$ cat src/design/cpu_pkg.sv
`default_nettype none

package cpu_pkg;

    typedef logic [31:0] word_t;
    typedef logic [2:0]  reg_idx_t;
    typedef logic [15:0] mem_addr_t;

    typedef enum logic [6:0] {
        OP_ADD   = 7'h01,
        OP_SUB   = 7'h02,
        OP_AND   = 7'h03,
        OP_OR    = 7'h04,
        OP_XOR   = 7'h05,
        OP_ADDI  = 7'h06,
        OP_CMPLT = 7'h07,
        OP_LOAD  = 7'h08,
        OP_STORE = 7'h09,
        OP_BRF   = 7'h0a,   // Taken when flag of rs_a is set
        OP_JMP   = 7'h0b,
        OP_HALT  = 7'h0c
    } opcode_e;

    // Opcode sits in the low bits of the word
    typedef struct packed {
        logic [15:0] imm;
        reg_idx_t    rs_b;
        reg_idx_t    rs_a;
        reg_idx_t    rd;
        opcode_e     opcode;
    } instr_t;

    typedef struct packed {
        logic      re;
        logic      we;
        mem_addr_t addr;
        word_t     wdata;
    } mem_req_t;

    typedef struct packed {
        word_t result;
        logic  flag;
    } alu_out_t;

    typedef enum logic [1:0] {
        EXECUTE,
        MEM_WAIT,
        HALTED
    } ctrl_state_e;

endpackage

`default_nettype wire

$ cat src/design/reg_file.sv
`timescale 1ns/1ps
`default_nettype none

module reg_file (
    input  wire                    clock,
    input  wire                    rst,
    input  wire cpu_pkg::reg_idx_t rd_idx_a,
    input  wire cpu_pkg::reg_idx_t rd_idx_b,
    output cpu_pkg::word_t         rd_data_a,
    output cpu_pkg::word_t         rd_data_b,
    input  wire cpu_pkg::reg_idx_t flag_idx,
    output logic                   flag_out,
    input  wire                    wr_en,
    input  wire cpu_pkg::reg_idx_t wr_idx,
    input  wire cpu_pkg::alu_out_t wr_data
);
    import cpu_pkg::*;

    word_t      regs [0:7];
    logic [7:0] flags;

    // Combinational reads
    assign rd_data_a = regs[rd_idx_a];
    assign rd_data_b = regs[rd_idx_b];
    assign flag_out  = flags[flag_idx];

    always_ff @(posedge clock)
    begin
        if (rst)
        begin
            for (int i = 0; i < 8; i++)
            begin
                regs[i] <= '0;
            end
            flags <= '0;
        end
        else if (wr_en)
        begin
            regs[wr_idx]  <= wr_data.result;
            flags[wr_idx] <= wr_data.flag;   // Flag follows its register
        end
    end

endmodule

`default_nettype wire

$ cat src/design/alu.sv
`timescale 1ns/1ps
`default_nettype none

module alu (
    input  wire cpu_pkg::opcode_e op,
    input  wire cpu_pkg::word_t   a,
    input  wire cpu_pkg::word_t   b,
    input  wire [15:0]            imm,
    output cpu_pkg::alu_out_t     result
);
    import cpu_pkg::*;

    word_t simm;
    logic  lt;

    assign simm = {{16{imm[15]}}, imm};
    assign lt   = $signed(a) < $signed(b);

    always_comb
    begin
        case (op)
            OP_ADD:
                result.result = a + b;
            OP_SUB:
                result.result = a - b;
            OP_AND:
                result.result = a & b;
            OP_OR:
                result.result = a | b;
            OP_XOR:
                result.result = a ^ b;
            OP_ADDI, OP_LOAD, OP_STORE:
                result.result = a + simm;   // Also the data address
            OP_CMPLT:
                result.result = {31'b0, lt};
            default:
                result.result = '0;
        endcase

        // Compare result replaces the zero test
        if (op == OP_CMPLT)
        begin
            result.flag = lt;
        end
        else
        begin
            result.flag = (result.result == '0);
        end
    end

endmodule

`default_nettype wire

$ cat src/design/fetch_unit.sv
`timescale 1ns/1ps
`default_nettype none

module fetch_unit #(
    parameter cpu_pkg::mem_addr_t RESET_PC = '0
) (
    input  wire                     clock,
    input  wire                     rst,
    output logic                    fetch_req,
    output cpu_pkg::mem_addr_t      fetch_addr,
    input  wire                     fetch_grant,
    input  wire                     fetch_rvalid,
    input  wire cpu_pkg::word_t     fetch_rdata,
    output cpu_pkg::instr_t         instr,
    output logic                    instr_valid,
    input  wire                     instr_take,
    input  wire                     redirect,
    input  wire cpu_pkg::mem_addr_t redirect_pc
);
    import cpu_pkg::*;

    mem_addr_t pc;
    instr_t    instr_buf;
    logic      buf_valid;
    logic      in_flight;
    logic      stale;       // Return still due from the old path

    assign fetch_req   = ~rst & ~buf_valid & ~in_flight;   // Quiet while in reset
    assign fetch_addr  = pc;
    assign instr       = instr_buf;
    assign instr_valid = buf_valid;

    always_ff @(posedge clock)
    begin
        if (rst)
        begin
            pc        <= RESET_PC;
            buf_valid <= 1'b0;
            in_flight <= 1'b0;
            stale     <= 1'b0;
        end
        else
        begin
            in_flight <= fetch_grant | (in_flight & ~fetch_rvalid);
            if (redirect)
            begin
                pc        <= redirect_pc;
                buf_valid <= 1'b0;
                stale     <= fetch_grant | (in_flight & ~fetch_rvalid);
            end
            else
            begin
                if (fetch_grant)
                    pc <= pc + 1'b1;
                if (instr_take)
                    buf_valid <= 1'b0;
                if (fetch_rvalid)
                begin
                    if (stale)
                        stale <= 1'b0;   // Drop it
                    else
                        buf_valid <= 1'b1;
                end
            end
        end
    end

    always_ff @(posedge clock)
    begin
        if (fetch_rvalid && !stale && !redirect)
            instr_buf <= fetch_rdata;
    end

    a_rvalid_in_flight: assert property (@(posedge clock) disable iff (rst)
        fetch_rvalid |-> in_flight);

endmodule

`default_nettype wire

$ cat src/design/mem_arbiter.sv
`timescale 1ns/1ps
`default_nettype none

module mem_arbiter (
    input  wire                     clock,
    input  wire                     rst,
    input  wire                     fetch_req,
    input  wire cpu_pkg::mem_addr_t fetch_addr,
    output logic                    fetch_grant,
    input  wire cpu_pkg::mem_req_t  data_req,
    output logic                    data_grant,
    output logic                    fetch_rvalid,
    output logic                    data_rvalid,
    output cpu_pkg::word_t          rdata,
    output cpu_pkg::mem_req_t       mem_req,
    input  wire cpu_pkg::word_t     mem_rdata
);
    import cpu_pkg::*;

    logic data_active;
    logic rd_pending;
    logic rd_is_data;    // Owner of the read in flight

    // Data port first
    assign data_active = data_req.re | data_req.we;
    assign data_grant  = data_active;
    assign fetch_grant = fetch_req & ~data_active;

    always_comb
    begin
        if (data_active)
        begin
            mem_req = data_req;
        end
        else
        begin
            mem_req.re    = fetch_req;
            mem_req.we    = 1'b0;
            mem_req.addr  = fetch_addr;
            mem_req.wdata = '0;
        end
    end

    always_ff @(posedge clock)
    begin
        if (rst)
        begin
            rd_pending <= 1'b0;
            rd_is_data <= 1'b0;
        end
        else
        begin
            rd_pending <= mem_req.re;
            rd_is_data <= data_req.re;
        end
    end

    assign fetch_rvalid = rd_pending & ~rd_is_data;
    assign data_rvalid  = rd_pending & rd_is_data;
    assign rdata        = mem_rdata;   // Same word, qualified per port

    a_one_grant: assert property (@(posedge clock) disable iff (rst)
        !(fetch_grant && data_grant));

    a_no_rw: assert property (@(posedge clock) disable iff (rst)
        !(mem_req.re && mem_req.we));

endmodule

`default_nettype wire

$ cat src/design/cpu_control.sv
`timescale 1ns/1ps
`default_nettype none

module cpu_control (
    input  wire                    clock,
    input  wire                    rst,
    input  wire cpu_pkg::instr_t   instr,
    input  wire                    instr_valid,
    output logic                   instr_take,
    output logic                   redirect,
    output cpu_pkg::mem_addr_t     redirect_pc,
    output cpu_pkg::reg_idx_t      rd_idx_a,
    output cpu_pkg::reg_idx_t      rd_idx_b,
    input  wire cpu_pkg::word_t    rd_data_a,
    input  wire cpu_pkg::word_t    rd_data_b,
    output cpu_pkg::reg_idx_t      flag_idx,
    input  wire                    flag_out,
    output logic                   wr_en,
    output cpu_pkg::reg_idx_t      wr_idx,
    output cpu_pkg::alu_out_t      wr_data,
    output cpu_pkg::opcode_e       alu_op,
    output cpu_pkg::word_t         alu_a,
    output cpu_pkg::word_t         alu_b,
    output logic [15:0]            alu_imm,
    input  wire cpu_pkg::alu_out_t alu_result,
    output cpu_pkg::mem_req_t      data_req,
    input  wire                    data_grant,
    input  wire                    data_rvalid,
    input  wire cpu_pkg::word_t    rdata,
    output logic                   halted
);
    import cpu_pkg::*;

    ctrl_state_e state;
    ctrl_state_e state_next;

    assign rd_idx_a    = instr.rs_a;
    assign rd_idx_b    = instr.rs_b;
    assign flag_idx    = instr.rs_a;
    assign wr_idx      = instr.rd;
    assign alu_op      = instr.opcode;
    assign alu_a       = rd_data_a;
    assign alu_b       = rd_data_b;
    assign alu_imm     = instr.imm;
    assign redirect_pc = instr.imm;   // Absolute target
    assign halted      = (state == HALTED);

    always_comb
    begin
        state_next     = state;
        instr_take     = 1'b0;
        redirect       = 1'b0;
        wr_en          = 1'b0;
        wr_data        = alu_result;
        data_req.re    = 1'b0;
        data_req.we    = 1'b0;
        data_req.addr  = alu_result.result[15:0];
        data_req.wdata = rd_data_b;
        case (state)
            EXECUTE:
            begin
                if (instr_valid)
                begin
                    case (instr.opcode)
                        OP_ADD, OP_SUB, OP_AND, OP_OR, OP_XOR, OP_ADDI, OP_CMPLT:
                        begin
                            wr_en      = 1'b1;
                            instr_take = 1'b1;
                        end
                        OP_LOAD:
                        begin
                            data_req.re = 1'b1;
                            if (data_grant)
                                state_next = MEM_WAIT;
                        end
                        OP_STORE:
                        begin
                            data_req.we = 1'b1;
                            instr_take  = data_grant;   // Retires on grant
                        end
                        OP_BRF:
                        begin
                            redirect   = flag_out;
                            instr_take = 1'b1;
                        end
                        OP_JMP:
                        begin
                            redirect   = 1'b1;
                            instr_take = 1'b1;
                        end
                        OP_HALT:
                        begin
                            instr_take = 1'b1;
                            state_next = HALTED;
                        end
                        default:
                            instr_take = 1'b1;   // Unknown opcode, no effect
                    endcase
                end
            end
            MEM_WAIT:
            begin
                // Load stays in the buffer until its data returns
                wr_data.result = rdata;
                wr_data.flag   = (rdata == '0);
                if (data_rvalid)
                begin
                    wr_en      = 1'b1;
                    instr_take = 1'b1;
                    state_next = EXECUTE;
                end
            end
            HALTED:
                state_next = HALTED;
            default:
                state_next = EXECUTE;
        endcase
    end

    always_ff @(posedge clock)
    begin
        if (rst)
            state <= EXECUTE;
        else
            state <= state_next;
    end

    a_take_valid: assert property (@(posedge clock) disable iff (rst)
        instr_take |-> instr_valid);

    a_load_return: assert property (@(posedge clock) disable iff (rst)
        data_req.re && data_grant |=> data_rvalid);

endmodule

`default_nettype wire

$ cat src/design/cpu_top.sv
`timescale 1ns/1ps
`default_nettype none

module cpu_top #(
    parameter cpu_pkg::mem_addr_t RESET_PC = '0
) (
    input  wire                  clock,
    input  wire                  rst,
    output cpu_pkg::mem_req_t    mem_req,
    input  wire cpu_pkg::word_t  mem_rdata,
    output logic                 halted
);
    import cpu_pkg::*;

    logic      fetch_req;
    mem_addr_t fetch_addr;
    logic      fetch_grant;
    logic      fetch_rvalid;
    word_t     rdata;
    instr_t    instr;
    logic      instr_valid;
    logic      instr_take;
    logic      redirect;
    mem_addr_t redirect_pc;
    mem_req_t  data_req;
    logic      data_grant;
    logic      data_rvalid;
    reg_idx_t  rd_idx_a;
    reg_idx_t  rd_idx_b;
    word_t     rd_data_a;
    word_t     rd_data_b;
    reg_idx_t  flag_idx;
    logic      flag_out;
    logic      wr_en;
    reg_idx_t  wr_idx;
    alu_out_t  wr_data;
    opcode_e   alu_op;
    word_t     alu_a;
    word_t     alu_b;
    logic [15:0] alu_imm;
    alu_out_t  alu_result;

    fetch_unit #(
        .RESET_PC (RESET_PC)
    ) fetch_i (
        .clock        (clock),
        .rst          (rst),
        .fetch_req    (fetch_req),
        .fetch_addr   (fetch_addr),
        .fetch_grant  (fetch_grant),
        .fetch_rvalid (fetch_rvalid),
        .fetch_rdata  (rdata),
        .instr        (instr),
        .instr_valid  (instr_valid),
        .instr_take   (instr_take),
        .redirect     (redirect),
        .redirect_pc  (redirect_pc)
    );

    mem_arbiter arbiter_i (
        .clock        (clock),
        .rst          (rst),
        .fetch_req    (fetch_req),
        .fetch_addr   (fetch_addr),
        .fetch_grant  (fetch_grant),
        .data_req     (data_req),
        .data_grant   (data_grant),
        .fetch_rvalid (fetch_rvalid),
        .data_rvalid  (data_rvalid),
        .rdata        (rdata),
        .mem_req      (mem_req),
        .mem_rdata    (mem_rdata)
    );

    cpu_control control_i (
        .clock       (clock),
        .rst         (rst),
        .instr       (instr),
        .instr_valid (instr_valid),
        .instr_take  (instr_take),
        .redirect    (redirect),
        .redirect_pc (redirect_pc),
        .rd_idx_a    (rd_idx_a),
        .rd_idx_b    (rd_idx_b),
        .rd_data_a   (rd_data_a),
        .rd_data_b   (rd_data_b),
        .flag_idx    (flag_idx),
        .flag_out    (flag_out),
        .wr_en       (wr_en),
        .wr_idx      (wr_idx),
        .wr_data     (wr_data),
        .alu_op      (alu_op),
        .alu_a       (alu_a),
        .alu_b       (alu_b),
        .alu_imm     (alu_imm),
        .alu_result  (alu_result),
        .data_req    (data_req),
        .data_grant  (data_grant),
        .data_rvalid (data_rvalid),
        .rdata       (rdata),
        .halted      (halted)
    );

    reg_file regs_i (
        .clock     (clock),
        .rst       (rst),
        .rd_idx_a  (rd_idx_a),
        .rd_idx_b  (rd_idx_b),
        .rd_data_a (rd_data_a),
        .rd_data_b (rd_data_b),
        .flag_idx  (flag_idx),
        .flag_out  (flag_out),
        .wr_en     (wr_en),
        .wr_idx    (wr_idx),
        .wr_data   (wr_data)
    );

    alu alu_i (
        .op     (alu_op),
        .a      (alu_a),
        .b      (alu_b),
        .imm    (alu_imm),
        .result (alu_result)
    );

endmodule

`default_nettype wire

$ cat config.mk
export PLATFORM = sky130hd
export DESIGN_NAME = cpu_top
export DESIGN_NICKNAME = d
export VERILOG_FILES = /design/src/design/cpu_pkg.sv /design/src/design/reg_file.sv /design/src/design/alu.sv /design/src/design/fetch_unit.sv /design/src/design/mem_arbiter.sv /design/src/design/cpu_control.sv /design/src/design/cpu_top.sv
export SDC_FILE = /design/constraint.sdc
export NUM_CORES = 1
export LEC_CHECK = 0
export BUFFER_PORTS_ARGS = -buffer_cell sky130_fd_sc_hd__buf_2
export CORE_MARGIN = 1.5
export CORE_UTILIZATION = 48
export DETAILED_ROUTE_END_ITERATION = 8
export GPL_TIMING_DRIVEN = 0
export PLACE_DENSITY_LB_ADDON = 0.08
export SLEW_MARGIN = 20
export SYNTH_ARGS = -nofsm -noshare
export SYNTH_HDL_FRONTEND = slang
export SYNTH_HIERARCHICAL = 1
export SYNTH_SLANG_ARGS = --single-unit
$ cat constraint.sdc
create_clock -name clock -period 8.7 [get_ports clock]
set_clock_uncertainty 0.2 [all_clocks]
set_input_delay 0.435 -clock clock [delete_from_list [all_inputs] [get_ports clock]]
set_output_delay 0.435 -clock clock [all_outputs]
set_load 0.005 [all_outputs]
After elaboration in Yosys (flattened, before gate mapping)

Memory sizes are Yosys's and may differ from the RTL's. A register that Yosys moved wholly into a read port is not among the register bits.
Index checks and enable logic that the tools add are counted.

Output and inout bits: 51
Bits of input ports: 34
Word-level logic and storage cells: 117
Flip-flop bits (word level): 63
Memory bits (writable): 256
Memories kept: 1

$lt $le $gt $ge: 4
$add $sub $neg: 4
Reductions and logical operators: 15
Eq/ne operators: 18
Bitwise gates (word level): 17
Muxes and demuxes: 45

Memories:

| name        | words | width | read ports | clocked after memory_dff | wr ports | RTL line       | RTL |
|---|---|---|---|---|---|---|---|
| regs_i.regs | 8     | 32    | 2          | 2                        | 8        | reg_file.sv:19 | `word_t regs [0:7];` |

Operator list:

| kind                    | count |
|---|---|
| $pmux W32 S7            | 1 |
| $add A32 B32 Y32        | 2 |
| $logic_not A32 Y1       | 2 |
| $mux W50                | 1 |
| $eq A7 B4 Y1 const B    | 5 |
| $mux W33                | 1 |
| $and A32 B32 Y32        | 1 |
| $lt A32 B32 Y1          | 1 |
| $mux W16                | 2 |
| $mux W32                | 1 |
| $or A32 B32 Y32         | 1 |
| $reduce_or A32 Y1       | 1 |
| $sub A32 B32 Y32        | 1 |
| $xor A32 B32 Y32        | 1 |
| $eq A7 B3 Y1 const B    | 4 |
| $mux W1                 | 22 |
| $add A16 B1 Y16 const B | 1 |
| $eq A7 B2 Y1 const B    | 2 |
| $mux W2                 | 5 |
| $mux W3                 | 3 |
| $bwmux W8               | 1 |
| $lt A3 B4 Y1 const B    | 2 |
| $pmux W1 S2             | 4 |
| $eq A7 B1 Y1 const B    | 1 |
| 21 further kinds        | 37 |

Depth between registers and ports, before layout

Depth after elaboration: 11
Depth in mapped cells: 27
Gate-level depth less buffers: 23

Modules after synthesis

The synthesis kept the hierarchy.

Modules (own cells, without submodules):

| module      | area an instance (sq um) | sequential area each (sq um) | times used | cells an instance |
|---|---|---|---|---|
| reg_file    | 14,111.0                 | 7,847.5                      | 1          | 828 |
| alu         | 6,319.8                  | 0.0                          | 1          | 933 |
| fetch_unit  | 1,976.9                  | 1,341.3                      | 1          | 145 |
| cpu_control | 1,896.8                  | 40.0                         | 1          | 306 |
| mem_arbiter | 822.0                    | 40.0                         | 1          | 98 |

Worst setup path after synthesis

OpenSTA, ideal clock, no wires.

Path type: register to register
From: register fetch_i/instr[13] (netlist name)
To: register regs_i.flags[1]
Data required time: 8,430 ps
Stages on the path, launching flop included: 27
Path slack: 2,596 ps
Buffers on the path: 5
Period minus slack after synthesis: 6,104 ps
Data arrival time: 5,834 ps
Library setup time: 70 ps
Cell sequence: edfxtp_1 > buf_4 > buf_6 > buf_6 > mux4_1 > mux2_2 > buf_4 > inv_1 > o21ai_0 > ha_1 > fa_1 > a21o_1 > a221o_2 > a2111oi_4 > nor3_1 > mux2_2 > nor2_1 > a2111oi_2 > nand4_1 > or4_1 > or4_1 > o41ai_2 > nand2_1 > o31ai_1 > clkbuf_1 > nand4_1 > a21oi_1

RTL lines:

| item                          | RTL line       | RTL |
|---|---|---|
| end signal, assigned by index | reg_file.sv:40 | `flags[wr_idx] <= wr_data.flag;` |
| end, declared                 | reg_file.sv:20 | `logic [7:0] flags;` |

==> qor.tcl <==
set qor(synth_enable_flop_cells) 288
set qor(cp-start-kind) {register}
set qor(ys_types) 106
set qor(static-leakage-power_nw) 11.6
set qor(die-area_mm2) 0.0537
set qor(place.detailed.hpwl_um) 63500
set qor(number_of_port_buffers) 52
set qor(clock_tree.root_cell) {clkbuf_16}
set qor(layout.core_utilization_pct) 54.2
set qor(net_count_after_synthesis) 2481
set qor(detail_route.wl_per_cell_um) 27.0
set qor(grt_setup_unrepaired) {false}
set qor(net_total_in_the_final_layout) 2611
set qor(routed_wirelength_um) 85300
set qor(grt_max_degree) 33
set qor(synthTopCellsByCount) {edfxtp_1, and2_1, buf_4, nand2_1, ha_1}
set qor(cp_slowest_cell) {nor4_1}
set qor(dieHeight_um) 232
set qor(worst_r2r_endpoint) {regs_i/flags[1]}
set qor(postSynthRegisterBits) 319
set qor(track_usage_pct) 31.8
set qor(r2r.worst_path.cells) 26
set qor(async_set_or_reset_register_ratio_after_synthesis_pct) 0
set qor(synth.yosys.warnings) 6
set qor(critical_path.n_buffers_inverters) 7
set qor(core_mm2) 0.0515
set qor(post_route_cells_drive_above_1_share_pct) 22.4
set qor(gp_congestion) 0.965
set qor(max_cap_violations) 0
set qor(most_common_cell_in_the_netlist) {edfxtp_1}
set qor(clock_latency_ps) 570
set qor(critical-path-top-cell-by-count) {nand4_1}
set qor(setup.worst_path.class) {register to register}
set qor(cts_max_path_buffers) 3
set qor(grt_pass1_wl_um) 124000
set qor(reg2reg_from) {fetch_i/instr[12]}
set qor(count_of_final_hold_check_violations) 0
set qor(drc) 0
set qor(floorplan.die.width_um) 232
set qor(synth.avg_cell_area_um2) 10.9
set qor(synth_top_cell_area_share_pct) 34.4
set qor(area_delta_synth_final_pct) 11.2
set qor(postCtsSetupBuffers) 0
set qor(via_count_of_the_first_global_routing_pass) 18853
set qor(vias_post_dr) 18911
set qor(ant_nets) 0
set qor(synthesis.instances) 2310
set qor(hold_slack_ps) 40.8
set qor(clock_tree.htree_level_count) 2
set qor(ff2ff_setup_slack_ps) 560
set qor(timing.hold.worst_path_depth) 2
set qor(min_period_ps) 8140
set qor(std_cell_rows) 83
set qor(timing.slew.headroom_pct) 33.3
set qor(yosysSeqAreaShare_pct) 36.9
set qor(worst_path_dominant_cell_family) {simple AND/OR/NAND/NOR gates}
set qor(critPathMaxStageDelay_ps) 670
set qor(timing.hold.worst.start) {rst}
set qor(min_to) {arbiter_i/rd_is_data}
set qor(synth_ff_type) {edfxtp_1}
set qor(floorplan.initialDensity_pct) 48.8
set qor(path_type_of_the_worst_min_delay_path) {primary input to register}
set qor(boundaryPins) 85
set qor(tritoncts) {built}
set qor(power.density_mw_per_mm2) 156
set qor(timing_max_transition_violations_final) 0
set qor(cts-hold-fix-buffers) 32
set qor(timing.final.setup_violations) 0
set qor(tritoncts_buffers) 39
set qor(synth_largest_area_cell) {edfxtp_1}
set qor(critPathRequiredTime_ps) 8980
set qor(outcome) {finished, final reports clean}
set qor(final.period_utilization_pct) 93.6
set qor(synth.cell_area_mm2) 0.0251
set qor(synth_top_cells_by_area) {edfxtp_1, mux4_1, ha_1}
set qor(post_cts.resized_instances) 0
set qor(worstSetupEndpointType) {register}
set qor(grt.overflow.total) 0
set qor(grt_antenna_before_repair) 1
set qor(clk_pin_slew_worst_paths_ps) 60
set qor(place_inst) 3047
set qor(route.detailed.vias_per_inst) 6.00
set qor(final_cell_count_no_fill) 3152
set qor(fmaxAchievable_mhz) 123
set qor(firstDrtPassIters) 6
set qor(fin_setup_tns_ps) 0
set qor(worst-endpoint-arrival_ps) 8420
set qor(peakVddDrop_mv) 0.152
set qor(numClockSinks) 319
set qor(transition_time_of_the_tightest_slew_check_pin_ps) 1000
set qor(worst-path-max-fanout) 10
set qor(initialDrtViolationCount) 1888
power by group:
part	total, W	leakage, nW	internal, W	switching [W]
registers	0.00175	3.19	0.00172	0.0000273
clock network	0.00157	0.600	0.000899	0.000671
logic	0.00104	7.85	0.000425	0.000612
worst max path at each step:
| stage | from | to | slack [ps] | cells after the start |
|---|---|---|---|---|
| global route | fetch_i/instr[12] | regs_i/flags[1] | 290 | 26 |
| CTS | fetch_i/instr[12] | regs_i/flags[1] | 770 | 26 |
| floorplan | fetch_i/instr[13] | regs_i/flags[1] | 2600 | 26 |
| detailed placement | fetch_i/instr[12] | regs_i/flags[1] | 820 | 26 |
| finish | fetch_i/instr[12] | regs_i/flags[1] | 560 | 26 |
| global placement | fetch_i/instr[12] | regs_i/flags[1] | 830 | 26 |
cell families after synthesis:
kind of cell               Yosys count  synth area share, %
muxes                              228                 17.4
DFF                                319                 36.9
adders and majority gates          137                 6.88
AOI/OAI and AO/OA                  368                 9.89
and+or+nand+nor                    771                 16.9
buffers and inverters              435                 10.2
xor gates and xnor gates            52                 1.81
cells in the final DEF (no fill, tap or decap), types with 31 or more instances in the layout:
cell / count
mux4_1: 80
dfxtp_1: 31
nand2_1: 184
mux2_2: 66
nor3_1: 34
a21oi_1: 91
nor2_1: 93
clkbuf_16: 40
clkbuf_1: 76
inv_1: 110
edfxtp_1: 288
ha_1: 135
buf_2: 78
xnor2_1: 44
dlygate4sd3_1: 32
nor2b_1: 49
and2_1: 261
o21ai_0: 92
buf_4: 198
mux4_2: 50
layout make-up:
cell class / instances / area (um2)
Fill cell: 4572 / 23600
Multi-Input combinational cell: 1556 / 13400
Sequential cell: 319 / 9270
Buffer: 321 / 2120
Clock buffer: 53 / 1070
Tap cell: 680 / 851
Timing Repair Buffer: 89 / 688
Inverter: 114 / 428
Clock inverter: 19 / 144
Antenna cell: 1 / 2.50
layer usage:
metal | GRT usage, % | share of wire, %
met5 | 0 | 0
met4 | 10.7 | 3.3
met3 | 4.73 | 7.3
met2 | 51.8 | 46
met1 | 43.3 | 43
sequential cells by signal (all words and copies together), names as in the netlist:
signal,cells
arbiter_i/rd_is_data,1
arbiter_i/rd_pending,1
control_i/state,2
fetch_i/fetch_addr,16
fetch_i/in_flight,1
fetch_i/instr,32
fetch_i/instr_valid,1
fetch_i/stale,1
regs_i/flags,8
regs_i/regs,256
through the flow:
step                setup slack [ps]  instance area, um2  power [W]
global route                     289               27900    0.00451
detailed placement               816               26400    0.00278
CTS                              766               27900    0.00436
finish                           559               27900    0.00435
floorplan                       2600               25100    0.00249
global placement                 834               26200    0.00276
Power figures use the tool's default switching activity.
